==> config.mk <==
export PLATFORM = sky130hd
export DESIGN_NAME = tx_mac
export DESIGN_NICKNAME = d
export VERILOG_FILES = /design/src/design/eth_tx_pkg.sv /design/src/design/tx_mac.sv /design/src/design/slicing_crc.sv
export SDC_FILE = /design/constraint.sdc
export NUM_CORES = 1
export LEC_CHECK = 0
export BUFFER_PORTS_ARGS = -buffer_cell sky130_fd_sc_hd__buf_2
export CORE_UTILIZATION = 40
export CTS_CLUSTER_DIAMETER = 200
export CTS_CLUSTER_SIZE = 25
export DETAILED_ROUTE_END_ITERATION = 10
export GPL_ROUTABILITY_DRIVEN = 0
export PLACE_DENSITY = 0.66
export SKIP_CTS_REPAIR_TIMING = 1
export SLEW_MARGIN = 20
export SYNTH_ARGS = -nofsm -noshare
export SYNTH_HDL_FRONTEND = slang
export SYNTH_SLANG_ARGS = --single-unit
==> constraint.sdc <==
create_clock -name clk -period 15.03 [get_ports clk]
set_clock_uncertainty 0.15 [all_clocks]
set_input_delay 0.7515 -clock clk [delete_from_list [all_inputs] [get_ports clk]]
set_output_delay 0.7515 -clock clk [all_outputs]
set_load 0.01 [all_outputs]
==> src/design/eth_tx_pkg.sv <==
`default_nettype none

package eth_tx_pkg;

    // Datapath width
    localparam int data_width = 32;
    localparam int data_nbytes = data_width / 8;

    // XGMII control characters
    localparam logic [7:0] rs_idle = 8'h07;
    localparam logic [7:0] rs_start = 8'hFB;
    localparam logic [7:0] rs_term = 8'hFD;
    localparam logic [7:0] rs_error = 8'hFE;

    // Preamble and start of frame delimiter
    localparam logic [7:0] mac_pre = 8'h55;
    localparam logic [7:0] mac_sfd = 8'hD5;

    // Frame limits in bytes, FCS not included
    localparam int min_frame_size = 60;
    localparam int ipg_size = 12;

    localparam int buf_depth_words = 512;
    localparam int buf_addr_width = $clog2(buf_depth_words);

    // Byte counters in the MAC
    localparam int frame_cnt_width = $clog2(min_frame_size) + 1;
    localparam int gap_cnt_width = 5;
    localparam logic [frame_cnt_width-1:0] frame_cnt_step = frame_cnt_width'(data_nbytes);
    localparam logic [gap_cnt_width-1:0] gap_cnt_step = gap_cnt_width'(data_nbytes);

    // Reflected CRC-32
    localparam logic [31:0] crc_poly = 32'hEDB88320;

    // Whole XGMII words, lane 0 in the low byte
    localparam logic [data_width-1:0] idle_word = {data_nbytes{rs_idle}};
    localparam logic [data_width-1:0] error_word = {data_nbytes{rs_error}};
    localparam logic [data_width-1:0] start_word = {mac_pre, mac_pre, mac_pre, rs_start};
    localparam logic [data_nbytes-1:0] start_ctl = 4'b0001;
    localparam logic [data_width-1:0] preamble_word = {mac_sfd, mac_pre, mac_pre, mac_pre};

endpackage

`default_nettype wire
==> src/design/tx_mac.sv <==
`timescale 1ns/100ps
`default_nettype none

module tx_mac (
    input  wire                                clk,
    input  wire                                reset,
    // Frame stream from the buffer
    input  wire [eth_tx_pkg::data_width-1:0]   m_tdata,
    input  wire [eth_tx_pkg::data_nbytes-1:0]  m_tkeep,
    input  wire                                m_tvalid,
    output logic                               m_tready,
    input  wire                                m_tlast,
    // XGMII
    output logic [eth_tx_pkg::data_width-1:0]  xgmii_tx_data,
    output logic [eth_tx_pkg::data_nbytes-1:0] xgmii_tx_ctl,
    input  wire                                phy_tx_ready
);

    typedef enum logic [2:0] {
        st_idle,
        st_preamble,
        st_data,
        st_padding,
        st_term,
        st_ipg
    } tx_state_t;

    tx_state_t state;
    tx_state_t next_state;

    // Stage 0 feeds the CRC, stage 1 feeds the XGMII output
    logic [eth_tx_pkg::data_width-1:0]  s0_data;
    logic [eth_tx_pkg::data_width-1:0]  s1_data;
    logic [eth_tx_pkg::data_nbytes-1:0] s0_keep;
    logic [eth_tx_pkg::data_nbytes-1:0] s1_keep;
    logic s0_valid;
    logic s1_valid;
    logic s0_last;
    logic s1_last;
    logic s0_pad;

    // Next stage 0 word, either a user beat or a zero pad word
    logic [eth_tx_pkg::data_width-1:0]  d0_data;
    logic [eth_tx_pkg::data_nbytes-1:0] d0_keep;
    logic [eth_tx_pkg::data_width-1:0]  keep_mask;
    logic d0_valid;
    logic d0_last;
    logic in_xfer;
    logic pad_gen;
    logic short_frame;
    logic seen_last;
    logic [eth_tx_pkg::frame_cnt_width-1:0] load_cnt;

    logic [31:0] crc;
    logic [eth_tx_pkg::data_nbytes-1:0] crc_valid;
    logic crc_reset;

    // Tail word plus the two words after it
    logic [2:0][eth_tx_pkg::data_width-1:0]  tail_data;
    logic [2:0][eth_tx_pkg::data_nbytes-1:0] tail_ctl;
    logic [eth_tx_pkg::gap_cnt_width-1:0]    tail_gap;
    logic [1:0][eth_tx_pkg::data_width-1:0]  term_data;
    logic [1:0][eth_tx_pkg::data_nbytes-1:0] term_ctl;
    logic term_idx;
    logic [eth_tx_pkg::gap_cnt_width-1:0]    gap_cnt;

    always_comb begin
        for (int i = 0; i < eth_tx_pkg::data_nbytes; i++) begin
            keep_mask[8*i +: 8] = {8{m_tkeep[i]}};
        end
    end

    assign m_tready = phy_tx_ready && !seen_last &&
                      ((state == st_idle && m_tvalid) || state == st_preamble || state == st_data);
    assign in_xfer = m_tvalid && m_tready;

    // Below the minimum size every word counts as four bytes, unused lanes are zero
    assign short_frame = load_cnt < eth_tx_pkg::min_frame_size;
    assign pad_gen = seen_last && short_frame;
    assign d0_valid = in_xfer || pad_gen;
    assign d0_data = in_xfer ? (m_tdata & keep_mask) : '0;
    assign d0_keep = !d0_valid ? '0 : (short_frame ? '1 : m_tkeep);
    assign d0_last = ((in_xfer && m_tlast) || pad_gen) &&
                     (load_cnt + eth_tx_pkg::frame_cnt_step >= eth_tx_pkg::min_frame_size);

    always_comb begin
        next_state = state;
        xgmii_tx_data = eth_tx_pkg::idle_word;
        xgmii_tx_ctl = '1;
        if (!phy_tx_ready) begin
            xgmii_tx_data = eth_tx_pkg::error_word;
        end else begin
            case (state)
                st_idle: begin
                    if (m_tvalid) begin
                        next_state = st_preamble;
                        xgmii_tx_data = eth_tx_pkg::start_word;
                        xgmii_tx_ctl = eth_tx_pkg::start_ctl;
                    end
                end
                st_preamble: begin
                    next_state = st_data;
                    xgmii_tx_data = eth_tx_pkg::preamble_word;
                    xgmii_tx_ctl = '0;
                end
                st_data, st_padding: begin
                    if (!s1_valid) begin
                        // Broken frame, abort it
                        next_state = st_idle;
                        xgmii_tx_data = eth_tx_pkg::error_word;
                    end else if (s1_last) begin
                        next_state = st_term;
                        xgmii_tx_data = tail_data[0];
                        xgmii_tx_ctl = tail_ctl[0];
                    end else begin
                        next_state = s0_pad ? st_padding : st_data;
                        xgmii_tx_data = s1_data;
                        xgmii_tx_ctl = '0;
                    end
                end
                st_term: begin
                    if (term_idx) begin
                        next_state = st_ipg;
                    end
                    xgmii_tx_data = term_data[term_idx];
                    xgmii_tx_ctl = term_ctl[term_idx];
                end
                st_ipg: begin
                    if (gap_cnt + eth_tx_pkg::gap_cnt_step >= eth_tx_pkg::ipg_size) begin
                        next_state = st_idle;
                    end
                end
                default: begin
                    next_state = st_idle;
                end
            endcase
        end
    end

    // FCS goes out low byte first, so it drops straight into the lanes
    always_comb begin
        tail_data[0] = s1_data;
        tail_ctl[0] = '0;
        tail_data[1] = eth_tx_pkg::idle_word;
        tail_ctl[1] = '1;
        tail_data[2] = eth_tx_pkg::idle_word;
        tail_ctl[2] = '1;
        case (s1_keep)
            4'b1111: begin
                tail_data[1] = crc;
                tail_ctl[1] = '0;
                tail_data[2] = {{3{eth_tx_pkg::rs_idle}}, eth_tx_pkg::rs_term};
                tail_gap = 5'd3;
            end
            4'b0111: begin
                tail_data[0] = {crc[7:0], s1_data[23:0]};
                tail_data[1] = {eth_tx_pkg::rs_term, crc[31:8]};
                tail_ctl[1] = 4'b1000;
                tail_gap = 5'd4;
            end
            4'b0011: begin
                tail_data[0] = {crc[15:0], s1_data[15:0]};
                tail_data[1] = {eth_tx_pkg::rs_idle, eth_tx_pkg::rs_term, crc[31:16]};
                tail_ctl[1] = 4'b1100;
                tail_gap = 5'd5;
            end
            4'b0001: begin
                tail_data[0] = {crc[23:0], s1_data[7:0]};
                tail_data[1] = {{2{eth_tx_pkg::rs_idle}}, eth_tx_pkg::rs_term, crc[31:24]};
                tail_ctl[1] = 4'b1110;
                tail_gap = 5'd6;
            end
            default: begin
                tail_data[0] = eth_tx_pkg::error_word;
                tail_ctl[0] = '1;
                tail_data[1] = eth_tx_pkg::error_word;
                tail_gap = 5'd0;
            end
        endcase
    end

    always_ff @(posedge clk) begin
        if (reset) begin
            state <= st_idle;
            seen_last <= 1'b0;
            load_cnt <= '0;
            term_idx <= 1'b0;
            gap_cnt <= '0;
            s0_valid <= 1'b0;
            s0_last <= 1'b0;
            s0_pad <= 1'b0;
            s1_valid <= 1'b0;
            s1_last <= 1'b0;
        end else if (phy_tx_ready) begin
            state <= next_state;
            if (next_state == st_idle) begin
                seen_last <= 1'b0;
                load_cnt <= '0;
            end else begin
                seen_last <= seen_last || (in_xfer && m_tlast);
                if (d0_valid && short_frame) begin
                    load_cnt <= load_cnt + eth_tx_pkg::frame_cnt_step;
                end
            end
            term_idx <= (state == st_term) && !term_idx;
            if (state != st_term && next_state == st_term) begin
                gap_cnt <= tail_gap;
            end else if (state == st_ipg) begin
                gap_cnt <= gap_cnt + eth_tx_pkg::gap_cnt_step;
            end
            s0_valid <= d0_valid;
            s0_last <= d0_last;
            s0_pad <= pad_gen;
            s1_valid <= s0_valid;
            s1_last <= s0_last;
        end
    end

    always_ff @(posedge clk) begin
        if (phy_tx_ready) begin
            s0_data <= d0_data;
            s0_keep <= d0_keep;
            s1_data <= s0_data;
            s1_keep <= s0_keep;
            if (state != st_term && next_state == st_term) begin
                term_data <= tail_data[2:1];
                term_ctl <= tail_ctl[2:1];
            end
        end
    end

    // CRC takes each word one cycle before it reaches the output
    assign crc_valid = {eth_tx_pkg::data_nbytes{phy_tx_ready && s0_valid}} & s0_keep;
    assign crc_reset = reset || (state == st_idle);

    slicing_crc u_crc (
        .clk   (clk),
        .reset (crc_reset),
        .data  (s0_data),
        .valid (crc_valid),
        .crc   (crc)
    );

    a_stall_error: assert property (@(posedge clk) disable iff (reset)
        !phy_tx_ready |-> (xgmii_tx_ctl == '1) ##1 (state == $past(state)))
        else $error("MAC did not freeze with error words during a PHY stall");

    a_ready_states: assert property (@(posedge clk) disable iff (reset)
        !(state inside {st_idle, st_preamble, st_data}) |-> !m_tready)
        else $error("m_tready high outside idle, preamble or data");

endmodule

`default_nettype wire

==> src/design/slicing_crc.sv <==
`timescale 1ns/100ps
`default_nettype none

module slicing_crc (
    input  wire                                clk,
    input  wire                                reset,
    input  wire [eth_tx_pkg::data_width-1:0]   data,
    input  wire [eth_tx_pkg::data_nbytes-1:0]  valid,
    output logic [31:0]                        crc
);

    logic [31:0] crc_state;
    logic [31:0] crc_next;

    // One byte through the reflected polynomial, LSB first
    function automatic logic [31:0] fold_byte(
        input logic [31:0] c,
        input logic [7:0]  b
    );
        logic [31:0] r;
        r = c ^ {24'd0, b};
        for (int k = 0; k < 8; k++) begin
            if (r[0]) begin
                r = (r >> 1) ^ eth_tx_pkg::crc_poly;
            end else begin
                r = r >> 1;
            end
        end
        return r;
    endfunction

    // The flop holds the inverted value, so the running remainder is its complement
    assign crc_state = ~crc;

    // Lanes fold in transmit order, lane 0 first
    always_comb begin
        crc_next = crc_state;
        for (int i = 0; i < eth_tx_pkg::data_nbytes; i++) begin
            if (valid[i]) begin
                crc_next = fold_byte(crc_next, data[8*i +: 8]);
            end
        end
    end

    // All zeros here is the all-ones preset
    always_ff @(posedge clk) begin
        if (reset) begin
            crc <= '0;
        end else begin
            crc <= ~crc_next;
        end
    end

endmodule

`default_nettype wire

==> flow_metrics.tcl, run 1 <==
set metrics [dict create \
    netlist_instances 1311 \
    wl_um 40700 \
    pin_count 78 \
    grt.overflow.total 0 \
    ys.flop_type "edfxtp_1" \
    track_usage 0.251 \
    critical_path.top_delay_family "XOR/XNOR gates" \
    vias 10396 \
    mostFrequentLayoutCell "xnor2_1" \
    arrival_ns 6.04 \
    drv_cap 0 \
    period_share 0.386 \
    design_area_um2 13900 \
    cp_common_cell "xnor2_1" \
    antenna_left 0 \
    wire_per_inst_um 23.4 \
    tns_ns 0 \
    cts-htree-levels 4 \
    synth_area_per_cell_um2 9.71 \
    slew_viol_final 0 \
    cts_made_buffers 17 \
    slew_headroom 0.398 \
    worst_ir_drop_vdd_mv 0.0691 \
    syn_area_um2 12700 \
    power_density_nw_per_um2 93.5 \
    cts_sinks 160 \
    cts_tree "built" \
    drive_gt1_frac 0.149 \
    yosysWarnings 0 \
    coreArea_um2 30900 \
    final_cell_mix "xnor2_1 (173), nor2_1 (125), a21oi_1 (110), edfxtp_1 (110), nand2_1 (91)" \
    path_clk_slew_ns 0.08 \
    cp-start-kind "flop" \
    critPathKind "flop to flop" \
    cp_slowest_cell "dfxtp_1" \
    io_buffer_count 77 \
    synth_edf_count 110 \
    die_x_um 180 \
    start_util 0.412 \
    viasPerCell 5.97 \
    cp_max_fo 9 \
    dp_hpwl_um 30000 \
    die_area_um2 32500 \
    yosysUniqueCellTypes 86 \
    rsz0062_at_grt "no" \
    path_buf_inv 0 \
    syn_nets 1356 \
    fill_cells 2945 \
    worst_slew_pin_slew_ns 0.904 \
    grt_max_degree 69 \
    multi_input_area_um2 7950 \
    worst_setup_path_end_kind "flop" \
    place_area_um2 13300 \
    crit_chain "xnor2_2, xnor2_1, xnor3_1, mux2i_1, xnor2_1, xnor2_1, mux2i_1, nand3_1, a31oi_1, xnor2_1, xnor2_1, xor3_2, xnor2_2, or4_1, nand3_1" \
    regArea_um2 4300 \
    clk_latency_ns 0.46 \
    status "finished clean" \
    reg2reg_slack_ns 9.23 \
    cts_root_buf "clkbuf_16" \
    ys_seq_area_frac 0.338 \
    period_minus_slack_ns 5.80 \
    rows 64 \
    grt_antenna_before_repair 2 \
    required_ns 15.27 \
    first_iter_violations 1521 \
    max_freq_mhz 172 \
    die_h_um 180 \
    slowest_delay_ns 0.82 \
    grt_pass1_wl_um 61300 \
    drc 0 \
    power_leakage_nw 5.14 \
    setup_violations 0 \
    firstDrtPassIters 6 \
    postSynth.asyncResetShare 0 \
    holdCritPathClass "flop to flop" \
    ys_ff_latch 160 \
    area_growth_pct 9.22 \
    place_inst 1709 \
    clock_path_buffers 2 \
    layout.nets 1377 \
    instances_no_fill 1742 \
    hold_violations 0 \
    grt_pass1_vias 9827 \
]
where the power goes:
part	leakage, nW	switching [W]	internal [W]
Combinational	3.37	0.000186	0.000149
Sequential	1.47	0.0000233	0.000484
Clock	0.300	0.000230	0.000228
area by class of cell:
type / instances / area share
Multi-Input combinational cell: 1052 / 0.572
Sequential cell: 160 / 0.310
Tap cell: 396 / 0.0356
Timing Repair Buffer: 91 / 0.0355
Clock buffer: 17 / 0.0306
Clock inverter: 15 / 0.0138
Inverter: 10 / 0.00270
Antenna cell: 1 / 0.000180
registers in the layout, indices dropped and copies added, names as in the netlist, 3 cells and up:
register,flops
term_data,34
s0_data,32
s1_data,32
u_crc.crc,32
load_cnt,5
s0_keep,4
s1_keep,4
term_ctl,4
gap_cnt,3
state,3
final timing paths:
| check | from | end | cells after the start |
|---|---|---|---|
| setup / recovery | u_crc.crc[4]$_SDFF_PP0_ | u_crc.crc[23]$_SDFF_PP0_ | 15 |
| hold / removal | s0_keep[3]$_SDFFCE_PP0P_ | s1_keep[3]$_DFFE_PP_ | 0 |
| hold reg to reg | s0_keep[3]$_SDFFCE_PP0P_ | s1_keep[3]$_DFFE_PP_ | 0 |
| setup reg to reg | u_crc.crc[4]$_SDFF_PP0_ | u_crc.crc[23]$_SDFF_PP0_ | 15 |
metrics by stage:
step | power (W) | utilization | hold WS [ns] | setup slack (ns)
finish | 0.00130 | 0.450 | 0.312 | 9.23
global route | 0.00135 | 0.450 | 0.329 | 8.95
CTS | 0.00130 | 0.450 | 0.318 | 9.28
detailed placement | 0.000844 | 0.430 | 0.310 | 8.93
global placement | 0.000840 | 0.430 | 0.305 | 9.05
floorplan | 0.000766 | - | 0.293 | 9.72
cell families after synthesis:
logic type	Yosys count	share of synthesized area
xor+xnor	291	0.259
fa+ha+maj	4	0.00393
mux	66	0.0582
flops	160	0.338
simple gates	360	0.137
compound gates	331	0.166
buf+inv	99	0.0384
synth_stat cells, types with 4 or more instances:
cell | instances | area, µm²
clkbuf_1 | 63 | 236
xor2_4 | 4 | 110
xnor2_4 | 5 | 138
mux2i_4 | 5 | 113
mux2i_1 | 49 | 490
edfxtp_1 | 110 | 3300
xnor2_1 | 173 | 1520
or2_2 | 4 | 25.0
nor3_1 | 16 | 80.1
a221oi_1 | 9 | 78.8
nand2_1 | 91 | 342
nand3_1 | 27 | 135
buf_4 | 4 | 30.0
a21oi_1 | 110 | 551
xnor2_2 | 12 | 195
a211oi_1 | 27 | 203
dfxtp_1 | 50 | 1000
o21ai_0 | 87 | 435
ha_1 | 4 | 50.1
buf_2 | 6 | 30.0
buf_1 | 6 | 22.5
inv_1 | 9 | 33.8
o22ai_1 | 10 | 62.6
and3_1 | 40 | 250
a221o_1 | 21 | 210
nor2b_1 | 13 | 81.3
and2_1 | 7 | 43.8
xor2_1 | 60 | 526
xnor3_1 | 27 | 608
nor2_1 | 125 | 469
nand2b_1 | 10 | 62.6
a22oi_1 | 7 | 52.6
xor2_2 | 5 | 81.3
o21a_1 | 5 | 37.5
nand4_1 | 4 | 25.0
o211ai_1 | 12 | 90.1
clkbuf_8 | 6 | 82.6
mux2_2 | 11 | 124
per-layer routing:
| layer | track usage | up-vias | routed length, µm |
|---|---|---|---|
| met5 | 0 | - | 0 |
| met4 | 0.102 | 0 | 1460 |
| met3 | 0.0717 | 107 | 4400 |
| met2 | 0.378 | 596 | 17800 |
| met1 | 0.338 | 4944 | 17000 |
| li1 | - | 4749 | - |
Power figures use the tool's default switching activity.
==> run 2: changes to the inputs <==
Settings changed: PLACE_DENSITY 0.66 to 0.68.
Clock period 15.03 ns to 4.68 ns, I/O delays scaled along.
==> run 2 against run 1 <==
Effect of this change: the flow now finishes with violations (setup timing); clock power grew to 3.2 times the previous value; sequential cell count unchanged; non-clock buffer count up 225.
==> flow_metrics.tcl, run 2 (synthesis gave the netlist of run 1 again) <==
set metrics [dict create \
    wl_met3_um 4500 \
    worst_ir_drop_vdd_mv 0.257 \
    coreArea_um2 30900 \
    arrival_ns 5.06 \
    area_growth_pct 28.0 \
    critical_path.top_delay_family "compound AO/OA/AOI/OAI gates" \
    path_clk_slew_ns 0.08 \
    grt_pass1_vias 10550 \
    largest_reg_flops 34 \
    cts_tree "built" \
    period_share 1.05 \
    pin_count 78 \
    cts_root_buf "clkbuf_16" \
    critPathKind "flop to flop" \
    cp.depth 15 \
    setup_slack_ns -0.236 \
    worstSetupStartpoint "s0_data[3]$_SDFFCE_PN0P_" \
    rr_endpoint "u_crc.crc[4]$_SDFF_PP0_" \
    regMostFlops "term_data" \
    drive_gt1_frac 0.296 \
    whs_ns 0.00619 \
    period_minus_slack_ns 4.92 \
    first_iter_violations 1480 \
    die_x_um 180 \
    hold_violations 0 \
    cp_max_fo 4 \
    worst_slew_pin_slew_ns 0.792 \
    finalPower_w 0.00452 \
    die_area_um2 32500 \
    final_cell_mix "buf_4 (199), xnor2_1 (148), nor2_1 (125), edfxtp_1 (110), a21oi_1 (108)" \
    mostFrequentLayoutCell "buf_4" \
    max_freq_mhz 203 \
    rows 64 \
    tns_ns -0.598 \
    slowest_delay_ns 0.48 \
    instances_no_fill 1966 \
    drv_cap 0 \
    die_h_um 180 \
    viasPerCell 5.81 \
    slew_viol_final 0 \
    setup_violations 7 \
    pre_cts_ws_ns -0.380 \
    track_usage 0.264 \
    top_layer "met4" \
    rsz0062_at_grt "yes" \
    grt_antenna_before_repair 0 \
    antenna_left 0 \
    endpoint "u_crc.crc[4]$_SDFF_PP0_" \
    firstDrtPassIters 5 \
    vias 11415 \
    power_leakage_nw 6.43 \
    grt_max_degree 79 \
    grt.overflow.total 0 \
    fill_cells 2712 \
    r2r_cells 15 \
    cts-htree-levels 4 \
    dp_hpwl_um 32900 \
    wire_per_inst_um 22.7 \
    drc 0 \
    reg2reg_from "s0_data[3]$_SDFFCE_PN0P_" \
    power_density_nw_per_um2 277 \
    violations "setup timing" \
    clock_path_buffers 2 \
    cp-start-kind "flop" \
    crit_chain "xnor2_4, xnor3_1, or4_4, o2111a_2, a21oi_4, nor3_2, o311a_1, or3_4, a21o_1, a31oi_2, buf_4, xnor3_2, xor2_1, xnor2_1, a211oi_2" \
    layout.nets 1602 \
    wl_met1_um 17800 \
    met2WireLength_um 19800 \
    wl_um 44600 \
    start_util 0.412 \
    reg2reg_slack_ns -0.24 \
    cts_sinks 160 \
    worst_setup_path_end_kind "flop" \
    status "complete, but fails checks" \
    clk_latency_ns 0.47 \
    path_buf_inv 1 \
    required_ns 4.82 \
    io_buffer_count 77 \
    cp_slowest_cell "edfxtp_1" \
    grt_pass1_wl_um 63900 \
    slew_headroom 0.472 \
    place_inst 1872 \
    holdCritPathClass "primary input to flop" \
    cts_made_buffers 17 \
    diodes 0 \
]
==> run 2: changes by cell type in the layout (fill, tap and decap cells not counted), sizes merged <==
cell / before / now
diode: 1 / 0
buf: 91 / 283
dlygate4sd3: 0 / 33
==> run 2: area by class of cell <==
type	instances	area (µm²)	share of cell area
multi-input combinational	1052	8490	0.521
sequential	160	4310	0.265
tap	396	495	0.0304
clock buffer	17	425	0.0261
inverter	10	37.5	0.00230
timing repair buffer	316	2330	0.143
clock inverter	15	204	0.0125
==> run 2: how the worst min path moves through the flow <==
stage                         from                   endpoint  depth (start not counted)
3_3_place_gp   s0_pad$_SDFFE_PP0P_        s0_pad$_SDFFE_PP0P_                          2
5_1_grt                 m_tdata[2]   s0_data[2]$_SDFFCE_PN0P_                          2
6_report                m_tdata[2]   s0_data[2]$_SDFFCE_PN0P_                          2
2_1_floorplan         phy_tx_ready   s0_data[0]$_SDFFCE_PN0P_                          0
3_5_place_dp   s0_pad$_SDFFE_PP0P_        s0_pad$_SDFFE_PP0P_                          2
4_1_cts                m_tdata[28]  s0_data[28]$_SDFFCE_PN0P_                          2
==> run 2: through the flow <==
stage	util	area (µm²)
after floorplan	-	12800
after global placement	0.472	14600
after detailed placement	0.472	14600
after CTS	0.492	15200
after global routing	0.527	16300
final	0.527	16300
==> run 2: power breakdown <==
part	switching (W)	internal, W
Sequential	0.0000664	0.00155
Combinational	0.000705	0.000709
Clock	0.000744	0.000737
Total	0.00152	0.00300
==> run 2: worst register-to-register path: stages (launching register included) <==
cell and delay, ns:
edfxtp_1 0.48, xnor2_4 0.25, xnor3_1 0.41, or4_4 0.46, o2111a_2 0.23, a21oi_4 0.22
nor3_2 0.06, o311a_1 0.32, or3_4 0.38, a21o_1 0.20, a31oi_2 0.22, buf_4 0.18
xnor3_2 0.43, xor2_1 0.19, xnor2_1 0.16, a211oi_2 0.42
==> run 2: per-layer routing <==
metal / GRT usage / vias up
met4: 0.142 / 0
met5: 0 / -
met1: 0.351 / 5447
met3: 0.0578 / 144
li1: - / 5187
met2: 0.401 / 637
